**config.mk**
```make
export PLATFORM = sky130hd
export DESIGN_NAME = id_remap_flat
export DESIGN_NICKNAME = d
export VERILOG_FILES = /design/src/verilog/soc_cfg_pkg.sv /design/src/verilog/soc_bus_pkg.sv /design/src/verilog/soc_bus_if.sv /design/src/verilog/id_remap.sv /design/src/flat_wrapper.sv
export SDC_FILE = /design/constraint.sdc
export NUM_CORES = 1
export LEC_CHECK = 0
export ABC_CLOCK_PERIOD_IN_PS = 1900
export BUFFER_PORTS_ARGS = -buffer_cell sky130_fd_sc_hd__buf_2
export CAP_MARGIN = 20
export CORE_AREA = 3 3 136 138
export CTS_CLUSTER_SIZE = 30
export DETAILED_ROUTE_END_ITERATION = 7
export DIE_AREA = 0 0 139 141
export GPL_TIMING_DRIVEN = 0
export HOLD_SLACK_MARGIN = 0.15
export PLACE_DENSITY_LB_ADDON = 0.25
export SYNTH_ARGS = -nofsm -noshare
export SYNTH_HDL_FRONTEND = slang
export SYNTH_SLANG_ARGS = --single-unit
```
**constraint.sdc**
```tcl
create_clock -name clk_i -period 1.9 [get_ports clk_i]
set_input_delay 0.285 -clock clk_i [delete_from_list [all_inputs] [get_ports clk_i]]
set_output_delay 0.285 -clock clk_i [all_outputs]
set_load 0.02 [all_outputs]
```
**src/verilog/soc_cfg_pkg.sv**
```systemverilog
// --------------------------------------------------
// system configuration of the reduced SoC fabric
// address map, L2 geometry and the limit on
// transactions in flight, imported wherever needed
// --------------------------------------------------
`default_nettype none

package soc_cfg_pkg;

  // L2 window
  localparam logic [31:0] L2_BASE_ADDR = 32'h1C00_0000;
  localparam int unsigned L2_SIZE      = 4096;
  // 64-bit words
  localparam int unsigned L2_WORDS     = L2_SIZE / 8;
  localparam int unsigned L2_IDX_W     = $clog2(L2_WORDS);

  // external window, up to the top of the address space
  localparam logic [31:0] EXT_BASE_ADDR = 32'h8000_0000;

  // slots in the ID remapper, also depth of the order queue
  localparam int unsigned N_OUTSTANDING = 4;
  // occupancy counter, counts 0 to N_OUTSTANDING
  localparam int unsigned OUT_CNT_W     = $clog2(N_OUTSTANDING + 1);

endpackage

`default_nettype wire

```
**src/verilog/soc_bus_pkg.sv**
```systemverilog
// --------------------------------------------------
// field types of the SoC bus
// address, data, strobe and the two ID widths, plus
// the routing targets of the address decoder
// --------------------------------------------------
`default_nettype none

package soc_bus_pkg;
  import soc_cfg_pkg::*;

  // byte address and one data beat
  typedef logic [31:0] addr_t;
  typedef logic [63:0] data_t;
  typedef logic [$bits(data_t)/8-1:0] strb_t;

  // host side ID
  typedef logic [7:0] id_ext_t;
  // slot index inside the fabric
  typedef logic [$clog2(N_OUTSTANDING)-1:0] id_int_t;

  // where a request goes after decode
  typedef enum logic [1:0] {
    TGT_L2,
    TGT_EXT,
    TGT_ERR
  } target_e;

endpackage

`default_nettype wire

```
**src/verilog/soc_bus_if.sv**
```systemverilog
// --------------------------------------------------
// request and response channels of the SoC bus
// valid/ready handshake, single beat per transfer
// the ID type is set per instance, host or internal
// --------------------------------------------------
`timescale 1ns/100ps
`default_nettype none

interface bus_req_if import soc_bus_pkg::*; #(
  parameter type id_t = id_int_t
) ();

  logic  req_valid;
  logic  req_ready;
  addr_t addr;
  logic  we;
  data_t wdata;
  strb_t strb;
  id_t   id;

  modport initiator (
    output req_valid, addr, we, wdata, strb, id,
    input  req_ready
  );

  modport target (
    input  req_valid, addr, we, wdata, strb, id,
    output req_ready
  );

endinterface

interface bus_rsp_if import soc_bus_pkg::*; #(
  parameter type id_t = id_int_t
) ();

  logic  rsp_valid;
  logic  rsp_ready;
  data_t rdata;
  logic  err;
  id_t   id;

  // the target answers, the initiator only accepts
  modport target (
    output rsp_valid, rdata, err, id,
    input  rsp_ready
  );

  modport initiator (
    input  rsp_valid, rdata, err, id,
    output rsp_ready
  );

endinterface

`default_nettype wire

```
**src/verilog/id_remap.sv**
```systemverilog
// --------------------------------------------------
// host ID remapper
// narrows 8-bit host IDs to internal slot IDs and
// puts the host ID back on the way out; no added
// cycle on either path
// --------------------------------------------------
`timescale 1ns/100ps
`default_nettype none

module id_remap import soc_cfg_pkg::*; import soc_bus_pkg::*; (
  input  wire logic  clk_i,
  input  wire logic  arst_n_i,
  bus_req_if.target  host_req,
  bus_rsp_if.target  host_rsp,
  bus_req_if.initiator bus_req,
  bus_rsp_if.initiator bus_rsp
);

  // slot table
  logic    busy_q     [N_OUTSTANDING];
  id_ext_t saved_id_q [N_OUTSTANDING];

  logic    any_free;
  id_int_t free_idx;
  id_int_t alloc_idx;
  logic    req_fire;
  logic    rsp_fire;

  // slot held for a request that waits on the bus
  logic    lock_q;
  id_int_t lock_idx_q;

  // lowest free slot wins
  always_comb begin
    any_free = 1'b0;
    free_idx = '0;
    for (int i = N_OUTSTANDING - 1; i >= 0; i--) begin
      if (!busy_q[i]) begin
        any_free = 1'b1;
        free_idx = id_int_t'(i);
      end
    end
  end

  // keeps the internal ID stable while the request stalls
  assign alloc_idx = lock_q ? lock_idx_q : free_idx;

  assign bus_req.req_valid = host_req.req_valid && any_free;
  assign bus_req.addr      = host_req.addr;
  assign bus_req.we        = host_req.we;
  assign bus_req.wdata     = host_req.wdata;
  assign bus_req.strb      = host_req.strb;
  assign bus_req.id        = alloc_idx;
  assign host_req.req_ready = bus_req.req_ready && any_free;

  assign req_fire = bus_req.req_valid && bus_req.req_ready;

  // response side, restore the host ID
  assign host_rsp.rsp_valid = bus_rsp.rsp_valid;
  assign host_rsp.rdata     = bus_rsp.rdata;
  assign host_rsp.err       = bus_rsp.err;
  assign host_rsp.id        = saved_id_q[bus_rsp.id];
  assign bus_rsp.rsp_ready  = host_rsp.rsp_ready;

  assign rsp_fire = bus_rsp.rsp_valid && bus_rsp.rsp_ready;

  always_ff @(posedge clk_i or negedge arst_n_i) begin
    if (!arst_n_i) begin
      for (int i = 0; i < N_OUTSTANDING; i++) begin
        busy_q[i] <= 1'b0;
      end
      lock_q <= 1'b0;
    end else begin
      // a freed slot and a new one never coincide
      if (rsp_fire) begin
        busy_q[bus_rsp.id] <= 1'b0;
      end
      if (req_fire) begin
        busy_q[alloc_idx] <= 1'b1;
      end
      lock_q <= bus_req.req_valid && !bus_req.req_ready;
    end
  end

  always_ff @(posedge clk_i) begin
    if (req_fire) begin
      saved_id_q[alloc_idx] <= host_req.id;
    end
    if (bus_req.req_valid && !bus_req.req_ready) begin
      lock_idx_q <= alloc_idx;
    end
  end

endmodule

`default_nettype wire

```
**src/flat_wrapper.sv**
```systemverilog
// flat-port wrapper written by rule: the top's interface ports become plain ports
module id_remap_flat import soc_cfg_pkg::*; import soc_bus_pkg::*;
  (clk_i, arst_n_i, host_req_req_valid, host_req_addr, host_req_we, host_req_wdata, host_req_strb, host_req_id, host_req_req_ready, host_rsp_rsp_valid, host_rsp_rdata, host_rsp_err, host_rsp_id, host_rsp_rsp_ready, bus_req_req_valid, bus_req_addr, bus_req_we, bus_req_wdata, bus_req_strb, bus_req_id, bus_req_req_ready, bus_rsp_rsp_valid, bus_rsp_rdata, bus_rsp_err, bus_rsp_id, bus_rsp_rsp_ready);
  bus_req_if host_req_i ();
  bus_rsp_if host_rsp_i ();
  bus_req_if bus_req_i ();
  bus_rsp_if bus_rsp_i ();
  input  wire logic clk_i;
  input  wire logic arst_n_i;
  input wire logic [$bits(host_req_i.req_valid)-1:0] host_req_req_valid;
  input wire logic [$bits(host_req_i.addr)-1:0] host_req_addr;
  input wire logic [$bits(host_req_i.we)-1:0] host_req_we;
  input wire logic [$bits(host_req_i.wdata)-1:0] host_req_wdata;
  input wire logic [$bits(host_req_i.strb)-1:0] host_req_strb;
  input wire logic [$bits(host_req_i.id)-1:0] host_req_id;
  output wire logic [$bits(host_req_i.req_ready)-1:0] host_req_req_ready;
  output wire logic [$bits(host_rsp_i.rsp_valid)-1:0] host_rsp_rsp_valid;
  output wire logic [$bits(host_rsp_i.rdata)-1:0] host_rsp_rdata;
  output wire logic [$bits(host_rsp_i.err)-1:0] host_rsp_err;
  output wire logic [$bits(host_rsp_i.id)-1:0] host_rsp_id;
  input wire logic [$bits(host_rsp_i.rsp_ready)-1:0] host_rsp_rsp_ready;
  output wire logic [$bits(bus_req_i.req_valid)-1:0] bus_req_req_valid;
  output wire logic [$bits(bus_req_i.addr)-1:0] bus_req_addr;
  output wire logic [$bits(bus_req_i.we)-1:0] bus_req_we;
  output wire logic [$bits(bus_req_i.wdata)-1:0] bus_req_wdata;
  output wire logic [$bits(bus_req_i.strb)-1:0] bus_req_strb;
  output wire logic [$bits(bus_req_i.id)-1:0] bus_req_id;
  input wire logic [$bits(bus_req_i.req_ready)-1:0] bus_req_req_ready;
  input wire logic [$bits(bus_rsp_i.rsp_valid)-1:0] bus_rsp_rsp_valid;
  input wire logic [$bits(bus_rsp_i.rdata)-1:0] bus_rsp_rdata;
  input wire logic [$bits(bus_rsp_i.err)-1:0] bus_rsp_err;
  input wire logic [$bits(bus_rsp_i.id)-1:0] bus_rsp_id;
  output wire logic [$bits(bus_rsp_i.rsp_ready)-1:0] bus_rsp_rsp_ready;
  assign host_req_i.req_valid = host_req_req_valid;
  assign host_req_i.addr = host_req_addr;
  assign host_req_i.we = host_req_we;
  assign host_req_i.wdata = host_req_wdata;
  assign host_req_i.strb = host_req_strb;
  assign host_req_i.id = host_req_id;
  assign host_req_req_ready = host_req_i.req_ready;
  assign host_rsp_rsp_valid = host_rsp_i.rsp_valid;
  assign host_rsp_rdata = host_rsp_i.rdata;
  assign host_rsp_err = host_rsp_i.err;
  assign host_rsp_id = host_rsp_i.id;
  assign host_rsp_i.rsp_ready = host_rsp_rsp_ready;
  assign bus_req_req_valid = bus_req_i.req_valid;
  assign bus_req_addr = bus_req_i.addr;
  assign bus_req_we = bus_req_i.we;
  assign bus_req_wdata = bus_req_i.wdata;
  assign bus_req_strb = bus_req_i.strb;
  assign bus_req_id = bus_req_i.id;
  assign bus_req_i.req_ready = bus_req_req_ready;
  assign bus_rsp_i.rsp_valid = bus_rsp_rsp_valid;
  assign bus_rsp_i.rdata = bus_rsp_rdata;
  assign bus_rsp_i.err = bus_rsp_err;
  assign bus_rsp_i.id = bus_rsp_id;
  assign bus_rsp_rsp_ready = bus_rsp_i.rsp_ready;
  id_remap u_core (.clk_i(clk_i), .arst_n_i(arst_n_i), .host_req(host_req_i), .host_rsp(host_rsp_i), .bus_req(bus_req_i), .bus_rsp(bus_rsp_i));
endmodule
```
### Yosys cells after proc, flatten, opt, wreduce, memory -nomap -nowiden

Memory sizes are Yosys's and may differ from the RTL's.
Index checks and enable logic that the tools add are counted.

* reductions and logical operators: 8
* bitwise operators: 5
* $lt $le $gt $ge: 4
* multiplexer cells: 17

Operator list (number)
* 2-bit 2-to-1 mux: 5
* 1-bit 2-to-1 mux: 8
* 4-bit 2-to-1 mux: 2
* 1-bit logical AND: 7
* 3-bit greater-or-equal comparator (second input constant): 2
* 3-bit by 1-bit less-than comparator with 1-bit output (second input constant): 2
* 2-bit NOT with 3-bit output: 2
* 4-bit bitwise AND: 1
* 1-bit demux with 2-bit select: 2
* 4-bit NOT: 1
* 4-bit bitwise OR: 1
* 1-bit zero test: 1

* output and inout port bits: 178
* logic and storage cells: 41
* memories: 1
* register bits: 7
* RAM bits: 8

Memories
* u_core.saved_id_q: words 4, width 2, rd ports 1, clocked after memory_dff 0, write ports 1, RTL line id_remap.sv:21 `id_ext_t saved_id_q [N_OUTSTANDING];`

### Depth between registers and ports, before layout

* depth in word-level cells: 12
* depth in mapped cells: 4

### Worst setup path after synthesis

No wires, ideal clock.

* kind: reg-to-reg
* from: register u_core.lock_q
* to: memory u_core.saved_id_q[0][0] (netlist bit), enable pin
* arrival time: 1.123 ns
* stages on the path, launching flop included: 5
* data required time: 1.571 ns
* slack: 0.449 ns
* period minus slack after synthesis: 1.451 ns
* cells stage by stage: dfrtp_1 mux2i_1 a31o_2 inv_1 nor3_1

* word-level cells in the longest chain between the ends: 1

RTL lines
* start: declaration: RTL line id_remap.sv:30 `logic lock_q;`
* start signal: assignment: RTL line id_remap.sv:81 `lock_q <= bus_req.req_valid && !bus_req.req_ready;`
* 2-bit 2-to-1 mux: RTL line id_remap.sv:46 `assign alloc_idx = lock_q ? lock_idx_q : free_idx;`
* named net bus_req_id[0]: RTL line flat_wrapper.sv:27 `output wire logic [$bits(bus_req_i.id)-1:0] bus_req_id;`
* end: declaration: RTL line id_remap.sv:21

The timed path passes the listed nets, and every way through them passes these cells.

### Final worst setup path

* from: register u_core.busy_q[0] (netlist bit)
* to: output bus_req_id[0]

* word-level cells in the longest chain between the ends: 5

RTL lines
* start: declaration: RTL line id_remap.sv:20 `logic busy_q [N_OUTSTANDING];`
* start signal: indexed assignment: RTL line id_remap.sv:70 `busy_q[i] <= 1'b0;`
* start signal: indexed assignment: RTL line id_remap.sv:76 `busy_q[bus_rsp.id] <= 1'b0;`
* start signal: indexed assignment: RTL line id_remap.sv:79 `busy_q[alloc_idx] <= 1'b1;`
* 2-bit 2-to-1 mux (4 in series): RTL line id_remap.sv:38 `if (!busy_q[i]) begin`
* 2-bit 2-to-1 mux: RTL line id_remap.sv:46
* end: declaration: RTL line flat_wrapper.sv:27

No other way between the ends.

==> flow_metrics.py <==
metrics = {
    "status": {
        "status": "finished, final reports clean",
    },
    "die": {
        "initial_core_util": 0.1120,
        "fp.dieH_um": 141,
        "die-area_um2": 19600,
        "ios": 358,
        "num_rows": 48,
        "core_um2": 17300,
        "die_w_um": 139,
    },
    "pwr": {
        "seqPwrFrac": 0.252,
        "combPwrFrac": 0.538,
        "switching_power_w": 0.0007370,
        "powerDensity_nw_per_um2": 589.8,
        "p_leak_nw": 1.833,
        "ir_drop_uv": 213.7,
        "intPower_w": 0.001176,
        "p_sw_frac": 0.3853,
        "p_clk_frac": 0.210,
    },
    "worst_hold_path": {
        "hold_path.class": "input pin to flip-flop",
    },
    "yosys": {
        "synth_edf_count": 10,
        "syn_area_um2": 1937,
        "synthCells": 219,
        "ys_async_sr_fraction": 0.3333,
        "synth_fp_nets": 399,
        "synth_top_area_cell": "buf_4",
        "synth_seq_area_share": 0.2196,
        "yosysMostFrequentCell": "buf_4",
        "syn-mean-instance-area_um2": 8.844,
        "ys_top_cells_by_count": "buf_4, edfxtp_1, dfrtp_1",
        "synthDominantCellAreaShare": 0.6667,
        "synth-seq-cells": 15,
        "synth_area_leaders": "buf_4, edfxtp_1, dfrtp_1",
        "synth.distinct_cells": 20,
        "synth_flop_cell": "edfxtp_1",
        "synth_warnings": 0,
    },
    "layout": {
        "drive_gt1_frac": 0.8905,
        "layout.nets": 592,
        "fillers": 1945,
        "finalNonFillerCells": 636,
        "antenna_cells": 0,
        "syn2layout_area_growth_pct": 67.44,
        "utilization": 0.1875,
    },
    "setup_path": {
        "worst_ep_required_time_ps": 1620,
        "arrival_ps": 1480,
        "path_class": "flip-flop to output port",
        "critPathLaunchType": "flip-flop",
        "crit_fanout": 6,
        "crit_path_end_kind": "output port",
    },
    "sta": {
        "final_hold_viol_count": 0,
        "fin_skew_ps": 5.474,
        "fmax_ghz": 0.5661,
        "setup_viol": 0,
        "setup_tns_ps": 0,
        "fin_crit_sh": 0.9297,
        "post-route-min-period_ps": 1766,
        "hold_ws_ps": 264.0,
        "slew_violations": 0,
        "grt_setup_unrepaired": "false",
        "tightest_slew_ps": 390.3,
        "relSlewSlack": 0.7391,
    },
    "clock_tree": {
        "cts_root_buffer": "clkbuf_16",
        "worst_skew_pair.late_latency_ps": 240,
        "cts_tree": "done",
        "cts_resized": 0,
        "cts_sinks": 15,
        "clk_pin_slew_ps": 50,
        "cts_max_path_buffers": 2,
        "cts_made_buffers": 3,
        "h-tree-depth": 1,
    },
    "routing": {
        "via_count": 1933,
        "drc": 0,
        "drt_wl_total_um": 6590,
        "first_iter_violations": 19,
        "first_pass_iters": 4,
        "via_per_inst": 3.039,
        "drtAntennaViolNets": 0,
        "wl_per_cell_um": 10.36,
    },
    "grt": {
        "grtUsageTotal": 0.05573,
        "antenna_found_initial": 0,
        "grt_pass1_vias": 1877,
        "grt_max_degree": 9,
        "grt_overflow_total": 0,
        "grt_pass1_wl_um": 9018,
    },
    "flow_run": {
        "cap_violations": 0,
    },
    "placement": {
        "gp_congestion": 0.8148,
        "port-buffer-count": 187,
        "dp_hpwl_um": 6166,
        "dp.cells": 631,
    },
}
path summary, 6_finish.rpt:
| kind | slack (ps) | endpoint | start | depth (start not counted) |
|---|---|---|---|---|
| worst max-delay path | 130 | bus_req_id[0] | u_core.busy_q[0]$_DFF_PN0_ | 4 |
| worst min-delay path | 260 | u_core.lock_q$_DFF_PN0_ | bus_req_req_ready | 2 |
| worst max register to register | 240 | u_core.saved_id_q[1][1]$_DFFE_PP_ | u_core.busy_q[1]$_DFF_PN0_ | 3 |
| worst min register to register | 570 | u_core.busy_q[2]$_DFF_PN0_ | u_core.busy_q[2]$_DFF_PN0_ | 2 |
| max in group asynchronous | 1340 | u_core.busy_q[0]$_DFF_PN0_ | arst_n_i | 2 |
| min in group asynchronous | 420 | u_core.busy_q[2]$_DFF_PN0_ | arst_n_i | 2 |
cell families (layout without fill, tap and decap cells):
| kind of cell | count (synthesis) | after routing | synth area share |
|---|---|---|---|
| buffers and inverters | 176 | 368 | 0.6744 |
| flip-flops | 15 | 15 | 0.2196 |
| AND/OR/NAND/NOR | 15 | 15 | 0.04265 |
| AO/OA/AOI/OAI | 10 | 10 | 0.03489 |
| multiplexers | 3 | 3 | 0.02842 |
power by group through the flow:
stage          clock [W]  sequential (W)  combinational [W]
2_1_floorplan          0        0.000471           0.000754
3_3_place_gp           0        0.000485            0.00104
3_5_place_dp           0        0.000485            0.00104
4_1_cts         0.000408        0.000480            0.00105
5_1_grt         0.000421        0.000491            0.00112
6_report        0.000401        0.000481            0.00103
metal layers:
layer / track usage / up-vias / part of all wire
li1: - / 910 / -
met1: 0.04315 / 823 / 0.25
met2: 0.1307 / 196 / 0.62
met3: 0.01153 / 4 / 0.13
met4: 0.01493 / 0 / 0.0073
met5: 0 / - / 0
sequential cells by signal, summed over array words and instances, names as in the netlist:
register           cells
u_core.lock_q          1
u_core.busy_q          4
u_core.lock_idx_q      2
u_core.saved_id_q      8
worst max-delay path, cell delays in order (launching register included):
cell and delay (ps):
dfrtp_1 400, nand2b_1 150, a31o_2 280, inv_1 190
buf_2 210
stage by stage:
| stage | area, um^2 | total power [W] | setup WS [ps] |
|---|---|---|---|
| final | 3243 | 0.001913 | 133.5 |
| after global routing | 3243 | 0.002030 | 37.71 |
| after global placement | 3154 | 0.001524 | 276.9 |
| after detailed placement | 3154 | 0.001528 | 238.6 |
| after floorplan | 1937 | 0.001224 | 448.5 |
| after CTS | 3243 | 0.001938 | 118.6 |
cell type report:
cell class / count / area [um^2] / area share
well taps: 225 / 281.5 / 0.08681
multi-input cells: 28 / 205.2 / 0.06327
repair buffers: 188 / 945.9 / 0.2917
clock buffers: 4 / 78.83 / 0.02431
inverters: 4 / 15.01 / 0.004630
flip-flops and latches: 15 / 425.4 / 0.1312
plain buffers: 172 / 1291 / 0.3981
repair_timing:
action / 4_1_cts / 5_1_grt
hold buffers: 1 / 0
endpoints found under the hold margin: 5 / 0
setup buffers: 0 / 0
layout by cell type (no fill, tap or decap), drive strengths merged:
master | Yosys | layout
buf | 172 | 359
edfxtp | 10 | 10
dfrtp | 5 | 5
o21ai | 4 | 4
o31ai | 4 | 4
nor3 | 4 | 4
inv | 4 | 4
clkbuf | 0 | 4
and2 | 3 | 3
nand2 | 2 | 2
nand3 | 2 | 2
mux4 | 2 | 2
o31a | 1 | 1
nand2b | 1 | 1
mux2i | 1 | 1
a31o | 1 | 1
nand4 | 1 | 1
nand3b | 1 | 1
nor2b | 1 | 1
dlygate4sd3 | 0 | 1
No activity file was read; power rests on OpenSTA's default activity.
