### config.mk
export PLATFORM = sky130hd
export DESIGN_NAME = soc_bus_flat
export DESIGN_NICKNAME = d
export VERILOG_FILES = /design/src/verilog/soc_cfg_pkg.sv /design/src/verilog/soc_bus_pkg.sv /design/src/verilog/soc_bus_if.sv /design/src/verilog/soc_bus.sv /design/src/flat_wrapper.sv
export SDC_FILE = /design/constraint.sdc
export NUM_CORES = 1
export LEC_CHECK = 0
export BUFFER_PORTS_ARGS = -buffer_cell sky130_fd_sc_hd__buf_2
export CORE_AREA = 2 2 207 209
export DETAILED_ROUTE_END_ITERATION = 7
export DIE_AREA = 0 0 209 211
export GPL_ROUTABILITY_DRIVEN = 1
export PLACE_DENSITY_LB_ADDON = 0.08
export SETUP_SLACK_MARGIN = 0.1
export SYNTH_ARGS = -nofsm -noshare
export SYNTH_HDL_FRONTEND = slang
export SYNTH_SLANG_ARGS = --single-unit
### constraint.sdc
create_clock -name clk_i -period 6 [get_ports clk_i]
set_input_delay 1.2 -clock clk_i [delete_from_list [all_inputs] [get_ports clk_i]]
set_output_delay 1.2 -clock clk_i [all_outputs]
set_load 0.1 [all_outputs]
### src/verilog/soc_cfg_pkg.sv
// --------------------------------------------------
// system configuration of the reduced SoC fabric
// address map, L2 geometry and the limit on
// transactions in flight, imported wherever needed
// --------------------------------------------------
`default_nettype none

package soc_cfg_pkg;

  // L2 window
  localparam logic [31:0] L2_BASE_ADDR = 32'h1C00_0000;
  localparam int unsigned L2_SIZE      = 4096;
  // 64-bit words
  localparam int unsigned L2_WORDS     = L2_SIZE / 8;
  localparam int unsigned L2_IDX_W     = $clog2(L2_WORDS);

  // external window, up to the top of the address space
  localparam logic [31:0] EXT_BASE_ADDR = 32'h8000_0000;

  // slots in the ID remapper, also depth of the order queue
  localparam int unsigned N_OUTSTANDING = 4;
  // occupancy counter, counts 0 to N_OUTSTANDING
  localparam int unsigned OUT_CNT_W     = $clog2(N_OUTSTANDING + 1);

endpackage

`default_nettype wire

### src/verilog/soc_bus_pkg.sv
// --------------------------------------------------
// field types of the SoC bus
// address, data, strobe and the two ID widths, plus
// the routing targets of the address decoder
// --------------------------------------------------
`default_nettype none

package soc_bus_pkg;
  import soc_cfg_pkg::*;

  // byte address and one data beat
  typedef logic [31:0] addr_t;
  typedef logic [63:0] data_t;
  typedef logic [$bits(data_t)/8-1:0] strb_t;

  // host side ID
  typedef logic [7:0] id_ext_t;
  // slot index inside the fabric
  typedef logic [$clog2(N_OUTSTANDING)-1:0] id_int_t;

  // where a request goes after decode
  typedef enum logic [1:0] {
    TGT_L2,
    TGT_EXT,
    TGT_ERR
  } target_e;

endpackage

`default_nettype wire

### src/verilog/soc_bus_if.sv
// --------------------------------------------------
// request and response channels of the SoC bus
// valid/ready handshake, single beat per transfer
// the ID type is set per instance, host or internal
// --------------------------------------------------
`timescale 1ns/100ps
`default_nettype none

interface bus_req_if import soc_bus_pkg::*; #(
  parameter type id_t = id_int_t
) ();

  logic  req_valid;
  logic  req_ready;
  addr_t addr;
  logic  we;
  data_t wdata;
  strb_t strb;
  id_t   id;

  modport initiator (
    output req_valid, addr, we, wdata, strb, id,
    input  req_ready
  );

  modport target (
    input  req_valid, addr, we, wdata, strb, id,
    output req_ready
  );

endinterface

interface bus_rsp_if import soc_bus_pkg::*; #(
  parameter type id_t = id_int_t
) ();

  logic  rsp_valid;
  logic  rsp_ready;
  data_t rdata;
  logic  err;
  id_t   id;

  // the target answers, the initiator only accepts
  modport target (
    output rsp_valid, rdata, err, id,
    input  rsp_ready
  );

  modport initiator (
    input  rsp_valid, rdata, err, id,
    output rsp_ready
  );

endinterface

`default_nettype wire

### src/verilog/soc_bus.sv
// --------------------------------------------------
// SoC bus with a single host-side slave port
// decodes each address to L2, the external master
// port or a decode error, and returns responses in
// request order through a small order queue
// --------------------------------------------------
`timescale 1ns/100ps
`default_nettype none

module soc_bus import soc_cfg_pkg::*; import soc_bus_pkg::*; (
  input  wire logic    clk_i,
  input  wire logic    arst_n_i,
  bus_req_if.target    slv_req,
  bus_rsp_if.target    slv_rsp,
  bus_req_if.initiator l2_req,
  bus_rsp_if.initiator l2_rsp,
  bus_req_if.initiator ext_req,
  bus_rsp_if.initiator ext_rsp
);

  addr_t   l2_offset;
  target_e req_tgt;
  logic    tgt_ready;
  logic    push;
  logic    pop;

  // order queue
  target_e tgt_q [N_OUTSTANDING];
  id_int_t id_q  [N_OUTSTANDING];
  id_int_t wr_ptr_q;
  id_int_t rd_ptr_q;
  logic [OUT_CNT_W-1:0] count_q;
  logic    full;
  logic    empty;
  target_e head_tgt;
  id_int_t head_id;

  // address decode
  assign l2_offset = slv_req.addr - L2_BASE_ADDR;

  always_comb begin
    if (slv_req.addr >= EXT_BASE_ADDR) begin
      req_tgt = TGT_EXT;
    end else if (slv_req.addr >= L2_BASE_ADDR && l2_offset < L2_SIZE) begin
      req_tgt = TGT_L2;
    end else begin
      req_tgt = TGT_ERR;
    end
  end

  assign full  = (count_q == OUT_CNT_W'(N_OUTSTANDING));
  assign empty = (count_q == '0);

  // valid goes to the decoded target only
  assign l2_req.req_valid  = slv_req.req_valid && !full && (req_tgt == TGT_L2);
  assign ext_req.req_valid = slv_req.req_valid && !full && (req_tgt == TGT_EXT);

  assign l2_req.addr   = slv_req.addr;
  assign l2_req.we     = slv_req.we;
  assign l2_req.wdata  = slv_req.wdata;
  assign l2_req.strb   = slv_req.strb;
  assign l2_req.id     = slv_req.id;
  assign ext_req.addr  = slv_req.addr;
  assign ext_req.we    = slv_req.we;
  assign ext_req.wdata = slv_req.wdata;
  assign ext_req.strb  = slv_req.strb;
  assign ext_req.id    = slv_req.id;

  // decode errors are taken at once
  always_comb begin
    unique case (req_tgt)
      TGT_L2:  tgt_ready = l2_req.req_ready;
      TGT_EXT: tgt_ready = ext_req.req_ready;
      default: tgt_ready = 1'b1;
    endcase
  end

  assign slv_req.req_ready = !full && (!slv_req.req_valid || tgt_ready);
  assign push = slv_req.req_valid && slv_req.req_ready;

  assign head_tgt = tgt_q[rd_ptr_q];
  assign head_id  = id_q[rd_ptr_q];

  // response from the head's target only
  always_comb begin
    slv_rsp.rsp_valid = 1'b0;
    slv_rsp.rdata     = '0;
    slv_rsp.err       = 1'b0;
    slv_rsp.id        = head_id;
    l2_rsp.rsp_ready  = 1'b0;
    ext_rsp.rsp_ready = 1'b0;
    if (!empty) begin
      unique case (head_tgt)
        TGT_L2: begin
          slv_rsp.rsp_valid = l2_rsp.rsp_valid;
          slv_rsp.rdata     = l2_rsp.rdata;
          slv_rsp.err       = l2_rsp.err;
          slv_rsp.id        = l2_rsp.id;
          l2_rsp.rsp_ready  = slv_rsp.rsp_ready;
        end
        TGT_EXT: begin
          slv_rsp.rsp_valid = ext_rsp.rsp_valid;
          slv_rsp.rdata     = ext_rsp.rdata;
          slv_rsp.err       = ext_rsp.err;
          ext_rsp.rsp_ready = slv_rsp.rsp_ready;
        end
        default: begin
          slv_rsp.rsp_valid = 1'b1;
          slv_rsp.err       = 1'b1;
        end
      endcase
    end
  end

  assign pop = slv_rsp.rsp_valid && slv_rsp.rsp_ready;

  always_ff @(posedge clk_i or negedge arst_n_i) begin
    if (!arst_n_i) begin
      wr_ptr_q <= '0;
      rd_ptr_q <= '0;
      count_q  <= '0;
    end else begin
      if (push) begin
        wr_ptr_q <= wr_ptr_q + 1'b1;
      end
      if (pop) begin
        rd_ptr_q <= rd_ptr_q + 1'b1;
      end
      if (push && !pop) begin
        count_q <= count_q + 1'b1;
      end else if (pop && !push) begin
        count_q <= count_q - 1'b1;
      end
    end
  end

  always_ff @(posedge clk_i) begin
    if (push) begin
      tgt_q[wr_ptr_q] <= req_tgt;
      id_q[wr_ptr_q]  <= slv_req.id;
    end
  end

endmodule

`default_nettype wire

### src/flat_wrapper.sv
// flat-port wrapper written by rule: the top's interface ports become plain ports
module soc_bus_flat import soc_cfg_pkg::*; import soc_bus_pkg::*;
  (clk_i, arst_n_i, slv_req_req_valid, slv_req_addr, slv_req_we, slv_req_wdata, slv_req_strb, slv_req_id, slv_req_req_ready, slv_rsp_rsp_valid, slv_rsp_rdata, slv_rsp_err, slv_rsp_id, slv_rsp_rsp_ready, l2_req_req_valid, l2_req_addr, l2_req_we, l2_req_wdata, l2_req_strb, l2_req_id, l2_req_req_ready, l2_rsp_rsp_valid, l2_rsp_rdata, l2_rsp_err, l2_rsp_id, l2_rsp_rsp_ready, ext_req_req_valid, ext_req_addr, ext_req_we, ext_req_wdata, ext_req_strb, ext_req_id, ext_req_req_ready, ext_rsp_rsp_valid, ext_rsp_rdata, ext_rsp_err, ext_rsp_id, ext_rsp_rsp_ready);
  bus_req_if slv_req_i ();
  bus_rsp_if slv_rsp_i ();
  bus_req_if l2_req_i ();
  bus_rsp_if l2_rsp_i ();
  bus_req_if ext_req_i ();
  bus_rsp_if ext_rsp_i ();
  input  wire logic clk_i;
  input  wire logic arst_n_i;
  input wire logic [$bits(slv_req_i.req_valid)-1:0] slv_req_req_valid;
  input wire logic [$bits(slv_req_i.addr)-1:0] slv_req_addr;
  input wire logic [$bits(slv_req_i.we)-1:0] slv_req_we;
  input wire logic [$bits(slv_req_i.wdata)-1:0] slv_req_wdata;
  input wire logic [$bits(slv_req_i.strb)-1:0] slv_req_strb;
  input wire logic [$bits(slv_req_i.id)-1:0] slv_req_id;
  output wire logic [$bits(slv_req_i.req_ready)-1:0] slv_req_req_ready;
  output wire logic [$bits(slv_rsp_i.rsp_valid)-1:0] slv_rsp_rsp_valid;
  output wire logic [$bits(slv_rsp_i.rdata)-1:0] slv_rsp_rdata;
  output wire logic [$bits(slv_rsp_i.err)-1:0] slv_rsp_err;
  output wire logic [$bits(slv_rsp_i.id)-1:0] slv_rsp_id;
  input wire logic [$bits(slv_rsp_i.rsp_ready)-1:0] slv_rsp_rsp_ready;
  output wire logic [$bits(l2_req_i.req_valid)-1:0] l2_req_req_valid;
  output wire logic [$bits(l2_req_i.addr)-1:0] l2_req_addr;
  output wire logic [$bits(l2_req_i.we)-1:0] l2_req_we;
  output wire logic [$bits(l2_req_i.wdata)-1:0] l2_req_wdata;
  output wire logic [$bits(l2_req_i.strb)-1:0] l2_req_strb;
  output wire logic [$bits(l2_req_i.id)-1:0] l2_req_id;
  input wire logic [$bits(l2_req_i.req_ready)-1:0] l2_req_req_ready;
  input wire logic [$bits(l2_rsp_i.rsp_valid)-1:0] l2_rsp_rsp_valid;
  input wire logic [$bits(l2_rsp_i.rdata)-1:0] l2_rsp_rdata;
  input wire logic [$bits(l2_rsp_i.err)-1:0] l2_rsp_err;
  input wire logic [$bits(l2_rsp_i.id)-1:0] l2_rsp_id;
  output wire logic [$bits(l2_rsp_i.rsp_ready)-1:0] l2_rsp_rsp_ready;
  output wire logic [$bits(ext_req_i.req_valid)-1:0] ext_req_req_valid;
  output wire logic [$bits(ext_req_i.addr)-1:0] ext_req_addr;
  output wire logic [$bits(ext_req_i.we)-1:0] ext_req_we;
  output wire logic [$bits(ext_req_i.wdata)-1:0] ext_req_wdata;
  output wire logic [$bits(ext_req_i.strb)-1:0] ext_req_strb;
  output wire logic [$bits(ext_req_i.id)-1:0] ext_req_id;
  input wire logic [$bits(ext_req_i.req_ready)-1:0] ext_req_req_ready;
  input wire logic [$bits(ext_rsp_i.rsp_valid)-1:0] ext_rsp_rsp_valid;
  input wire logic [$bits(ext_rsp_i.rdata)-1:0] ext_rsp_rdata;
  input wire logic [$bits(ext_rsp_i.err)-1:0] ext_rsp_err;
  input wire logic [$bits(ext_rsp_i.id)-1:0] ext_rsp_id;
  output wire logic [$bits(ext_rsp_i.rsp_ready)-1:0] ext_rsp_rsp_ready;
  assign slv_req_i.req_valid = slv_req_req_valid;
  assign slv_req_i.addr = slv_req_addr;
  assign slv_req_i.we = slv_req_we;
  assign slv_req_i.wdata = slv_req_wdata;
  assign slv_req_i.strb = slv_req_strb;
  assign slv_req_i.id = slv_req_id;
  assign slv_req_req_ready = slv_req_i.req_ready;
  assign slv_rsp_rsp_valid = slv_rsp_i.rsp_valid;
  assign slv_rsp_rdata = slv_rsp_i.rdata;
  assign slv_rsp_err = slv_rsp_i.err;
  assign slv_rsp_id = slv_rsp_i.id;
  assign slv_rsp_i.rsp_ready = slv_rsp_rsp_ready;
  assign l2_req_req_valid = l2_req_i.req_valid;
  assign l2_req_addr = l2_req_i.addr;
  assign l2_req_we = l2_req_i.we;
  assign l2_req_wdata = l2_req_i.wdata;
  assign l2_req_strb = l2_req_i.strb;
  assign l2_req_id = l2_req_i.id;
  assign l2_req_i.req_ready = l2_req_req_ready;
  assign l2_rsp_i.rsp_valid = l2_rsp_rsp_valid;
  assign l2_rsp_i.rdata = l2_rsp_rdata;
  assign l2_rsp_i.err = l2_rsp_err;
  assign l2_rsp_i.id = l2_rsp_id;
  assign l2_rsp_rsp_ready = l2_rsp_i.rsp_ready;
  assign ext_req_req_valid = ext_req_i.req_valid;
  assign ext_req_addr = ext_req_i.addr;
  assign ext_req_we = ext_req_i.we;
  assign ext_req_wdata = ext_req_i.wdata;
  assign ext_req_strb = ext_req_i.strb;
  assign ext_req_id = ext_req_i.id;
  assign ext_req_i.req_ready = ext_req_req_ready;
  assign ext_rsp_i.rsp_valid = ext_rsp_rsp_valid;
  assign ext_rsp_i.rdata = ext_rsp_rdata;
  assign ext_rsp_i.err = ext_rsp_err;
  assign ext_rsp_i.id = ext_rsp_id;
  assign ext_rsp_rsp_ready = ext_rsp_i.rsp_ready;
  soc_bus u_core (.clk_i(clk_i), .arst_n_i(arst_n_i), .slv_req(slv_req_i), .slv_rsp(slv_rsp_i), .l2_req(l2_req_i), .l2_rsp(l2_rsp_i), .ext_req(ext_req_i), .ext_rsp(ext_rsp_i));
endmodule
# After elaboration in Yosys (flattened, before gate mapping)
# Memories as Yosys holds them, arrays and structs flattened.
# Index checks and enable logic that the tools add are counted.
# Widths: inputs -> output; s select.
# totals
reg_bits,7
ramBits,16
in_bits,249
output_inout_bits,287
word_cells,53
memories,2
# memory_table
name,words,word_bits,rd,rd_clocked_by_memory_dff,wr,line_no,rtl
u_core.id_q,4,2,1,0,1,soc_bus.sv:29,id_int_t id_q [N_OUTSTANDING];
u_core.tgt_q,4,2,1,0,1,soc_bus.sv:28,target_e tgt_q [N_OUTSTANDING];
# classes
add_sub_neg,5
order_cmp,3
n_eq_ne,3
n_mux,19
reduce_logical,18
# ops
op,n
$pmux 64 s2,1
$mux 64,1
$ge 32x29->1 const B,1
$ge 32x32->1 const B,1
$lt 32x13->1 const B,1
$sub 32x29->32 const B,1
$logic_and 1x1->1,9
$mux 1,8
$mux 2,4
$mux 3,2
$pmux 1 s2,3
$add 2x1->2 const B,2
$eq 2x1->1 const B,2
$logic_not 1->1,4
$logic_not 2->1,2
$add 3x1->3 const B,1
$eq 3x3->1 const B,1
$logic_not 3->1,1
$sub 3x1->3 const B,1
$reduce_bool 2->1,1
$logic_or 1x1->1,1

# Longest topological paths before layout
# Gate-level depths: netlist of the first run.
# depth
word_depth,14
mapped_depth,11
depth_no_buf,10

# Worst setup path after synthesis of the first run
# OpenSTA, ideal clock, no wires.
# synth_timing
path_kind,input to output
from,in slv_req_addr[27]
to,out slv_req_req_ready
arrival_time_ns,3.693
t_required_ns,4.800
setup_slack_ns,1.107
cell_stages,4
path_buffers,0
cell_sequence,nor4b_1 nand3_1 o31ai_1 a21boi_0
# synth_via
elab_chain_cells,9
elab_cells_between_ends,12
cone_classes,add/sub (1); order compare (3); eq/ne (1); mux (3); reduce/logical (4)
# synth_lines
element,line_no,rtl
start: declaration,flat_wrapper.sv:13,input wire logic [$bits(slv_req_i.addr)-1:0] slv_req_addr;
$sub 32x29->32,soc_bus.sv:39,assign l2_offset = slv_req.addr - L2_BASE_ADDR;
$lt 32x13->1,soc_bus.sv:44,end else if (slv_req.addr >= L2_BASE_ADDR && l2_offset < L2_SIZE) begin
$logic_and 1x1->1,soc_bus.sv:44,
$mux 2,soc_bus.sv:44,
$mux 2 (*),soc_bus.sv:42,if (slv_req.addr >= EXT_BASE_ADDR) begin
$eq 2x1->1 / $logic_not 2->1 (equally long branches),soc_bus.sv:71,unique case (req_tgt)
$pmux 1 s2 (*),soc_bus.sv:71,
$logic_or 1x1->1 (*),soc_bus.sv:78,assign slv_req.req_ready = !full && (!slv_req.req_valid || tgt_ready);
$logic_and 1x1->1 (*),soc_bus.sv:78,
end: declaration,flat_wrapper.sv:18,output wire logic [$bits(slv_req_i.req_ready)-1:0] slv_req_req_ready;
# Mark *: on every way between the ends. The rest lies on a longest branch, timed or not.

# Worst setup path after layout of the first run
# layout_timing
from,reg u_core.rd_ptr_q[0]
to,out slv_rsp_rdata[22]
# layout_via
elab_chain_cells,4
elab_cells_between_ends,5
cone_classes,eq/ne (1); mux (2); reduce/logical (1); memory (1)
# layout_lines
element,line_no,rtl
start: declaration,soc_bus.sv:31,id_int_t rd_ptr_q;
start signal: assignment,soc_bus.sv:127,rd_ptr_q <= rd_ptr_q + 1'b1;
$mem_v2 4x2 (*),--,
$eq 2x1->1 / $logic_not 2->1 (equally long branches),soc_bus.sv:93,unique case (head_tgt)
$pmux 64 s2 (*),soc_bus.sv:93,
$mux 64 (*),soc_bus.sv:92,if (!empty) begin
end: declaration,flat_wrapper.sv:20,output wire logic [$bits(slv_rsp_i.rdata)-1:0] slv_rsp_rdata;
# Marked as above.

==> out/metrics.cfg, run 1 <==
[cts]
cts_setup_buffers=0
clockBufferDepth=2
cts_tree=yes
cts-buffers-inserted=3
path_clk_slew_ns=0.06
cts-root-buf=clkbuf_16
clock_latency_ns=0.26
ctsResizeCount=0
hold_buffers=0
cts_htree_levels=1
clkSinkCount=23

[finish]
layout-drive-gt1-share_pct=68.1
final_common_cell=buf_2
regArea_um2=656
fill_cells=4881
nNetsFinal=695
layout_common_cells=buf_2, a22o_1, edfxtp_1, dfrtp_1
antennaDiodeCount=0
areaGrowthSynthToFinish_pct=11.4
multi_input_area_mm2=0.00111

[timing]
finClkSkew_ns=0.00589
hold_ws_ns=0.493
tns_ns=0
slew_viol_final=0
fin_ws_ns=1.28
rsz0062_at_grt=no
worst_slew_pin_slew_ns=0.975
timing.final.crit_period_ns=4.72
finalSetupViolations=0
fmax_ghz=0.212
relSlewSlack_pct=34.9
fin_crit_sh_pct=78.6
hold_viol=0

[status]
status=complete, no violations

[die]
rows=75
io_pins=536
core_area_mm2=0.0418
fp.dieH_um=211
fp.dieArea_mm2=0.0441
start_util_pct=8.53
die_x_um=209

[logic_synthesis]
syn_nets=639
yosys.cell_types.count=34
synth_edf_count=16
avgSynthCellArea_um2=9.28
postSynthCellCount=384
synth_ff_type=edfxtp_1
yosysWarnings=0
synth.cell_area_mm2=0.00356
ys_seq_elements=23
async_flop_share_pct=30.4
seq_area_frac_synth_pct=18.4

[routing]
first_pass_iters=4
routedWlPerCell_um=17.1
drcViolationCount=0
finalWirelength_mm=16.7
ant_nets=0
drtIter0Drc=109
vias=2804
vias_per_cell=2.87

[global_route]
busiest_layer=met2
overflow=0
met1_usage_pct=6.81
grt_use_total_pct=6.92
use_met3_pct=3.11
grt_first_pass_wirelength_mm=22.1
antenna_found_initial=2
grt_pass1_vias=2913
grt_max_degree=38
grt_use_met2_pct=13.0

[placed_design]
place_congestion=0.748
pre_cts_slack_ns=1.42
port_buffers=278
hpwl_mm=14.7

[worst_setup_path]
cp-start-kind=flip-flop
required_ns=4.80
critPathMaxFanout=37
cp_data_arrival_time_ns=3.52
critPathKind=flip-flop to primary output
end_kind=primary output

[worst_hold_path]
hp-class=flip-flop to flip-flop

[job]
maxCapViolCount=0

[metal layers]
metal	vias up	routed length, um
li1	1225	-
met1	1247	5460
met2	290	8710
met3	40	2060
met4	2	433
met5	-	12
[Yosys cell counts (2+ instances only)]
master      n  area, um^2
a211oi_1    2        15.0
a21oi_1     2        10.0
a22o_1     63         552
and2_1      5        31.3
and3_1      3        18.8
buf_2       2        10.0
buf_4     214        1610
buf_6      14         158
dfrtp_1     7         175
edfxtp_1   16         480
ha_1        5        62.6
inv_1       5        18.8
mux2_2      5        56.3
mux2i_1     5        50.1
mux4_2      4        90.1
nand2_1     3        11.3
nand3_1     2        10.0
nor2_1      4        15.0
nor3_1      2        10.0
nor4_1      3        18.8
xnor2_1     2        17.5
xor2_1      4        35.0
[flip-flops by register name, indices dropped and copies added, names as in the netlist]
signal and cells:
u_core.count_q 3, u_core.id_q 8, u_core.rd_ptr_q 2, u_core.tgt_q 8
u_core.wr_ptr_q 2
[cells by family (layout without fill, tap and decap cells)]
family                   after synthesis  after routing  synth area share [%]
AND/OR/NAND/NOR                       29             29                  4.99
XOR/XNOR                               6              6                  1.48
AO/OA/AOI/OAI                         70             70                  16.9
flip-flops                            23             23                  18.4
buffers and inverters                236            291                  50.4
adder cells (fa/ha/maj)                6              6                  2.32
multiplexers                          14             14                  5.51
[final cells by class]
type                            instances  share of cell area [%]
Clock buffer                            3                    1.89
Multi-Input combinational cell        125                    28.1
Clock inverter                          1                   0.189
Sequential cell                        23                    16.5
Tap cell                              539                    17.0
Inverter                                5                   0.473
Timing Repair Buffer                  282                    35.8
[path summary, 6_finish.rpt]
check	to	slack (ns)	from	depth (start not counted)
worst max-delay path	slv_rsp_rdata[22]	1.28	u_core.rd_ptr_q[0]	6
worst min-delay path	u_core.count_q[2]	0.49	u_core.count_q[2]	1
worst max register to register	u_core.count_q[1]	2.79	u_core.rd_ptr_q[0]	8
worst min register to register	u_core.count_q[2]	0.49	u_core.count_q[2]	1
max in group asynchronous	u_core.rd_ptr_q[0]	5.03	arst_n_i	1
min in group asynchronous	u_core.wr_ptr_q[1]	0.78	arst_n_i	1
[through the flow]
stage	std cells	utilization, %	cell area (um^2)
2_1_floorplan	384	-	3560
3_3_place_gp	974	9.30	3880
3_5_place_dp	974	9.30	3880
4_1_cts	978	9.50	3970
5_1_grt	978	9.50	3970
6_report	978	9.50	3970
[worst max-delay path: stages (launching register included)]
cell and delay [ns]:
dfrtp_1 0.61, mux4_2 0.56, or2_4 0.28, nor2b_4 0.75
buf_4 0.38, a22o_1 0.23, buf_2 0.45
Power of run 1 is not shown: default switching activity piles up to over one toggle a cycle in this logic, so the estimate is an artifact.
==> run 2: changes to the inputs <==
- clock period: 6 -> 4.1 ns (I/O delays scaled with it)
==> run 2 against run 1 <==
Effect of this change:
- cell count grew 0.10%
- clock skew down 0.0021 ns
- worst setup slack worse by 0.90 ns
- die area is the same
- worst hold slack worse by 0.091 ns
- critical path depth unchanged
- first-iteration DRC count up 77%
- critical path type unchanged
==> out/metrics.cfg, run 2 (synthesized netlist as in run 1, its figures left out) <==
[cts]
cts-buffers-inserted=3
clockBufferDepth=2
hold_buffers=0
cts_setup_buffers=0
path_clk_slew_ns=0.06
clkSinkCount=23
clock_latency_ns=0.25
cts_tree=yes
cts_htree_levels=1
cts-root-buf=clkbuf_16
ctsResizeCount=0

[status]
status=complete, no violations

[worst_setup_path]
required_ns=3.28
cp-start-kind=flip-flop
critPathMaxFanout=64
r2r_slack_ns=0.92
r2r_start=u_core.rd_ptr_q[0]
regToRegEndpoint=u_core.count_q[1]
critPathKind=flip-flop to primary output
reg2reg_depth=8
end_kind=primary output
cp_data_arrival_time_ns=2.89

[timing]
relSlewSlack_pct=62.3
finalSetupViolations=0
fmax_ghz=0.269
hold_viol=0
timing.final.crit_period_ns=3.71
worst_slew_pin_slew_ns=0.558
tns_ns=0
rsz0062_at_grt=no
hold_ws_ns=0.401
fin_crit_sh_pct=90.6
finClkSkew_ns=0.00380
fin_ws_ns=0.387
slew_viol_final=0

[global_route]
grt_use_total_pct=8.59
antenna_found_initial=4
grt_max_degree=65
grt_first_pass_wirelength_mm=26.1
overflow=0
grt_pass1_vias=2996

[finish]
layout-drive-gt1-share_pct=68.3
layout_common_cells=buf_2, a22o_1, buf_12, edfxtp_1, dfrtp_1
top_regs=u_core.id_q: 8 flops, u_core.tgt_q: 8 flops, u_core.count_q: 3 flops
postLayoutCoreUtil_pct=10.8
areaGrowthSynthToFinish_pct=26.1
final_common_cell=buf_2
nNetsFinal=695

[placed_design]
place_congestion=0.816
pre_cts_slack_ns=0.575
hpwl_mm=18.0
port_buffers=278

[routing]
ant_nets=0
drtIter0Drc=193
finalWirelength_mm=20.3
vias=2905
vias_per_cell=2.97
drcViolationCount=0
first_pass_iters=4
routedWlPerCell_um=20.7

[worst_hold_path]
hp-class=primary input to asynchronous set/reset pin

[die]
fp.dieArea_mm2=0.0441
start_util_pct=8.53
rows=75
core_area_mm2=0.0418
io_pins=536
die_x_um=209
fp.dieH_um=211

[job]
maxCapViolCount=0

==> run 2: cell types whose count changed in the layout (fill, tap and decap cells not counted), sizes merged <==
cell | previous run | this run
clkinv | 0 | 1
clkinvlp | 1 | 0
diode | 0 | 1
==> run 2: critical path, stage by stage, from the launching register on <==
cell and delay, ns:
dfrtp_1 0.59, mux4_2 0.56, or2_4 0.28, nor2b_4 0.13, buf_12 0.24, a22o_1 0.31
buf_2 0.47
==> run 2: layout make-up <==
type / instances / area (um^2)
multi-input cells: 125 / 1120
clock buffers: 3 / 75.1
repair buffers: 282 / 1940
flip-flops and latches: 23 / 656
diodes: 1 / 2.50
well taps: 539 / 674
inverters: 5 / 18.8
clock inverters: 1 / 5.00
fillers: 4808 / 37300
==> run 2: how the worst max path moves through the flow <==
stage	from	endpoint	slack (ns)	cells past startpoint
finish	u_core.rd_ptr_q[0]	slv_rsp_rdata[56]	0.39	6
global route	u_core.rd_ptr_q[0]	slv_rsp_rdata[56]	0.23	6
CTS	u_core.rd_ptr_q[0]	slv_rsp_rdata[55]	0.29	6
detailed placement	u_core.rd_ptr_q[0]	slv_rsp_rdata[55]	0.58	6
global placement	u_core.rd_ptr_q[0]	slv_rsp_rdata[55]	0.63	6
floorplan	u_core.rd_ptr_q[0]	slv_rsp_rsp_valid	0.55	4
==> run 2: metal layers <==
layer	part of all wire (%)	global-route usage, %	routed length [um]	vias up
met4	1.9	2.12	391	4
li1	-	-	-	1226
met1	36	9.13	7260	1301
met3	14	4.89	2910	26
met2	47	14.5	9630	348
met5	0.49	1.45	100	-
==> run 2: stage by stage <==
stage / instances / cell area, um^2
finish: 979 / 4490
global route: 979 / 4490
detailed placement: 974 / 4410
CTS: 978 / 4490
global placement: 974 / 4410
floorplan: 384 / 3570
Power of run 2 is left out for the same reason.
==> run 3: changes to the inputs <==
- ABC_AREA: default -> 1
- CORE_AREA: 2 2 207 209 -> 2 2 206 208
- DIE_AREA: 0 0 209 211 -> 0 0 208 210
==> run 3 against run 2 <==
Effect of this change:
- cell count grew 19%
- critical path depth grew 3
- non-clock buffer count grew 3
- clock skew shrank 0.0024 ns
- via count grew 24%
- worst hold slack lost 0.0072 ns
- global-route usage shrank 2.1 points
- synthesized cell count grew 51%
- fmax grew 10%
- core utilization grew 1.2 points
- clock-buffer cell count is the same
- sequential cell count is the same
- highest routed layer unchanged
==> out/metrics.cfg, run 3 <==
[timing]
finalSetupViolations=0
finClkSkew_ns=0.00143
relSlewSlack_pct=65.6
timing.final.crit_period_ns=3.36
tns_ns=0
fmax_ghz=0.297
hold_viol=0
worst_slew_pin_slew_ns=0.517
fin_crit_sh_pct=82.0
slew_viol_final=0
rsz0062_at_grt=no

[cts]
path_clk_slew_ns=0.06
cts-buffers-inserted=3
clockBufferDepth=2
clock_latency_ns=0.26
cts_setup_buffers=0
cts-root-buf=clkbuf_16
hold_buffers=0
ctsResizeCount=0
clkSinkCount=23
cts_htree_levels=1
cts_tree=yes

[placed_design]
placed_area_mm2=0.00486
hpwl_mm=12.6
port_buffers=278
place_congestion=0.658

[logic_synthesis]
avgSynthCellArea_um2=7.76
synth.cell_area_mm2=0.00450
postSynthCellCount=579
synth_ff_type=edfxtp_1
synth_most_common_cell=buf_4
ys_seq_elements=23
yosysTopAreaCellShare_pct=36.6
ys_top_cells_by_area=buf_4, nand3_2, edfxtp_1
async_flop_share_pct=30.4
yosys-top-cells-count=buf_4, inv_1, nand3_2, o21ai_2
yosysWarnings=0
yosys.cell_types.count=32
synth_edf_count=16
seq_area_frac_synth_pct=14.6
yosys.area.top_type=buf_4
syn_nets=834

[worst_setup_path]
cp-startpoint=u_core.rd_ptr_q[1]
r2r_start=u_core.count_q[0]
required_ns=3.28
cp-start-kind=flip-flop
critPathKind=flip-flop to primary output
end_kind=primary output
regToRegEndpoint=u_core.count_q[1]
critPathMaxFanout=30
r2r_slack_ns=1.69
cp_data_arrival_time_ns=2.54
reg2reg_depth=8

[global_route]
grt_max_degree=68
grt_pass1_vias=3643
grt_use_total_pct=6.46
grt_first_pass_wirelength_mm=22.0
overflow=0
antenna_found_initial=4

[finish]
finalInstanceArea_mm2=0.00494
areaGrowthSynthToFinish_pct=9.94
antennaDiodeCount=0
final_common_cell=buf_2
layout_common_cells=buf_2, inv_1, nand3_2, o21ai_2, nand3_1
nNetsFinal=886
layout-drive-gt1-share_pct=64.6
top_regs=u_core.id_q: 8 flops, u_core.tgt_q: 8 flops, u_core.count_q: 3 flops

[routing]
finalWirelength_mm=15.2
vias=3591
first_pass_iters=4
routedWlPerCell_um=13.0
drcViolationCount=0
ant_nets=0
vias_per_cell=3.07
drtIter0Drc=90

[die]
core_area_mm2=0.0415
fp.dieH_um=210
rows=75
io_pins=536
start_util_pct=10.8
die_x_um=208
fp.dieArea_mm2=0.0437

[worst_hold_path]
hp-class=primary input to asynchronous set/reset pin

[job]
maxCapViolCount=0

[status]
status=complete, no violations

-- run 3: changes by cell type in the layout (fill, tap and decap cells not counted), moves of 21 or more --
cell     previous run  this run
nand3_1             2        25
buf_12             35         6
nand3_2             0        52
o21ai_2             0        50
inv_1               5        85
buf_2             245       275
a22o_1             63         0
o21ai_0             0        21
nand2_1             3        24
-- run 3: how the worst max path moves through the flow --
stage,end,slack (ns),depth (start not counted)
after detailed placement,u_core.count_q[1],0.93,11
after floorplan,slv_rsp_rdata[10],0.1,7
after global placement,u_core.count_q[1],0.93,11
after CTS,slv_rsp_rdata[5],0.67,9
final,slv_rsp_rdata[5],0.74,9
after global routing,slv_rsp_rdata[5],0.52,9
-- run 3: logic make-up after synthesis --
| group | count (synthesis) | share of synthesized area [%] |
|---|---|---|
| DFF | 23 | 14.6 |
| adders and majority gates | 6 | 1.84 |
| xor gates and xnor gates | 3 | 0.585 |
| AOI/OAI and AO/OA | 77 | 13.0 |
| and+or+nand+nor | 143 | 21.3 |
| buffers and inverters | 326 | 48.4 |
| muxes | 1 | 0.250 |
-- run 3: worst max-delay path, cell delays in order, from the launching register on --
cell and delay (ns):
dfrtp_1 0.51, inv_2 0.14, nand3_2 0.10, nand2_4 0.16
nand2_4 0.08, inv_4 0.30, buf_12 0.27, nand3_1 0.13
o21ai_0 0.11, buf_2 0.45
-- run 3: metrics by stage --
step | util [%] | worst slack (ns) | instances | hold WS [ns]
final | 11.9 | 0.737 | 1169 | 0.394
after global routing | 11.9 | 0.517 | 1169 | 0.402
after CTS | 11.9 | 0.667 | 1169 | 0.398
after detailed placement | 11.7 | 0.928 | 1165 | 0.535
after global placement | 11.7 | 0.933 | 1165 | 0.538
after floorplan | - | 0.0970 | 579 | 0.492
-- run 3: metal layers --
metal	part of all wire [%]	vias up	wire length [um]	GRT usage, %
li1	-	1705	-	-
met1	35	1525	5370	6.68
met2	49	333	7450	11.4
met3	14	20	2110	3.56
met4	1.2	8	176	1.37
met5	0.34	-	51	0.222
-- run 3: layout make-up --
class                   instances  area, um^2
clock inverters                 1        7.51
inverters                      88         333
clock buffers                   3        75.1
fillers                      4895       36500
repair buffers                285        1530
well taps                     539         674
multi-input cells             230        1670
flip-flops and latches         23         656
Power of run 3 is left out for the same reason.
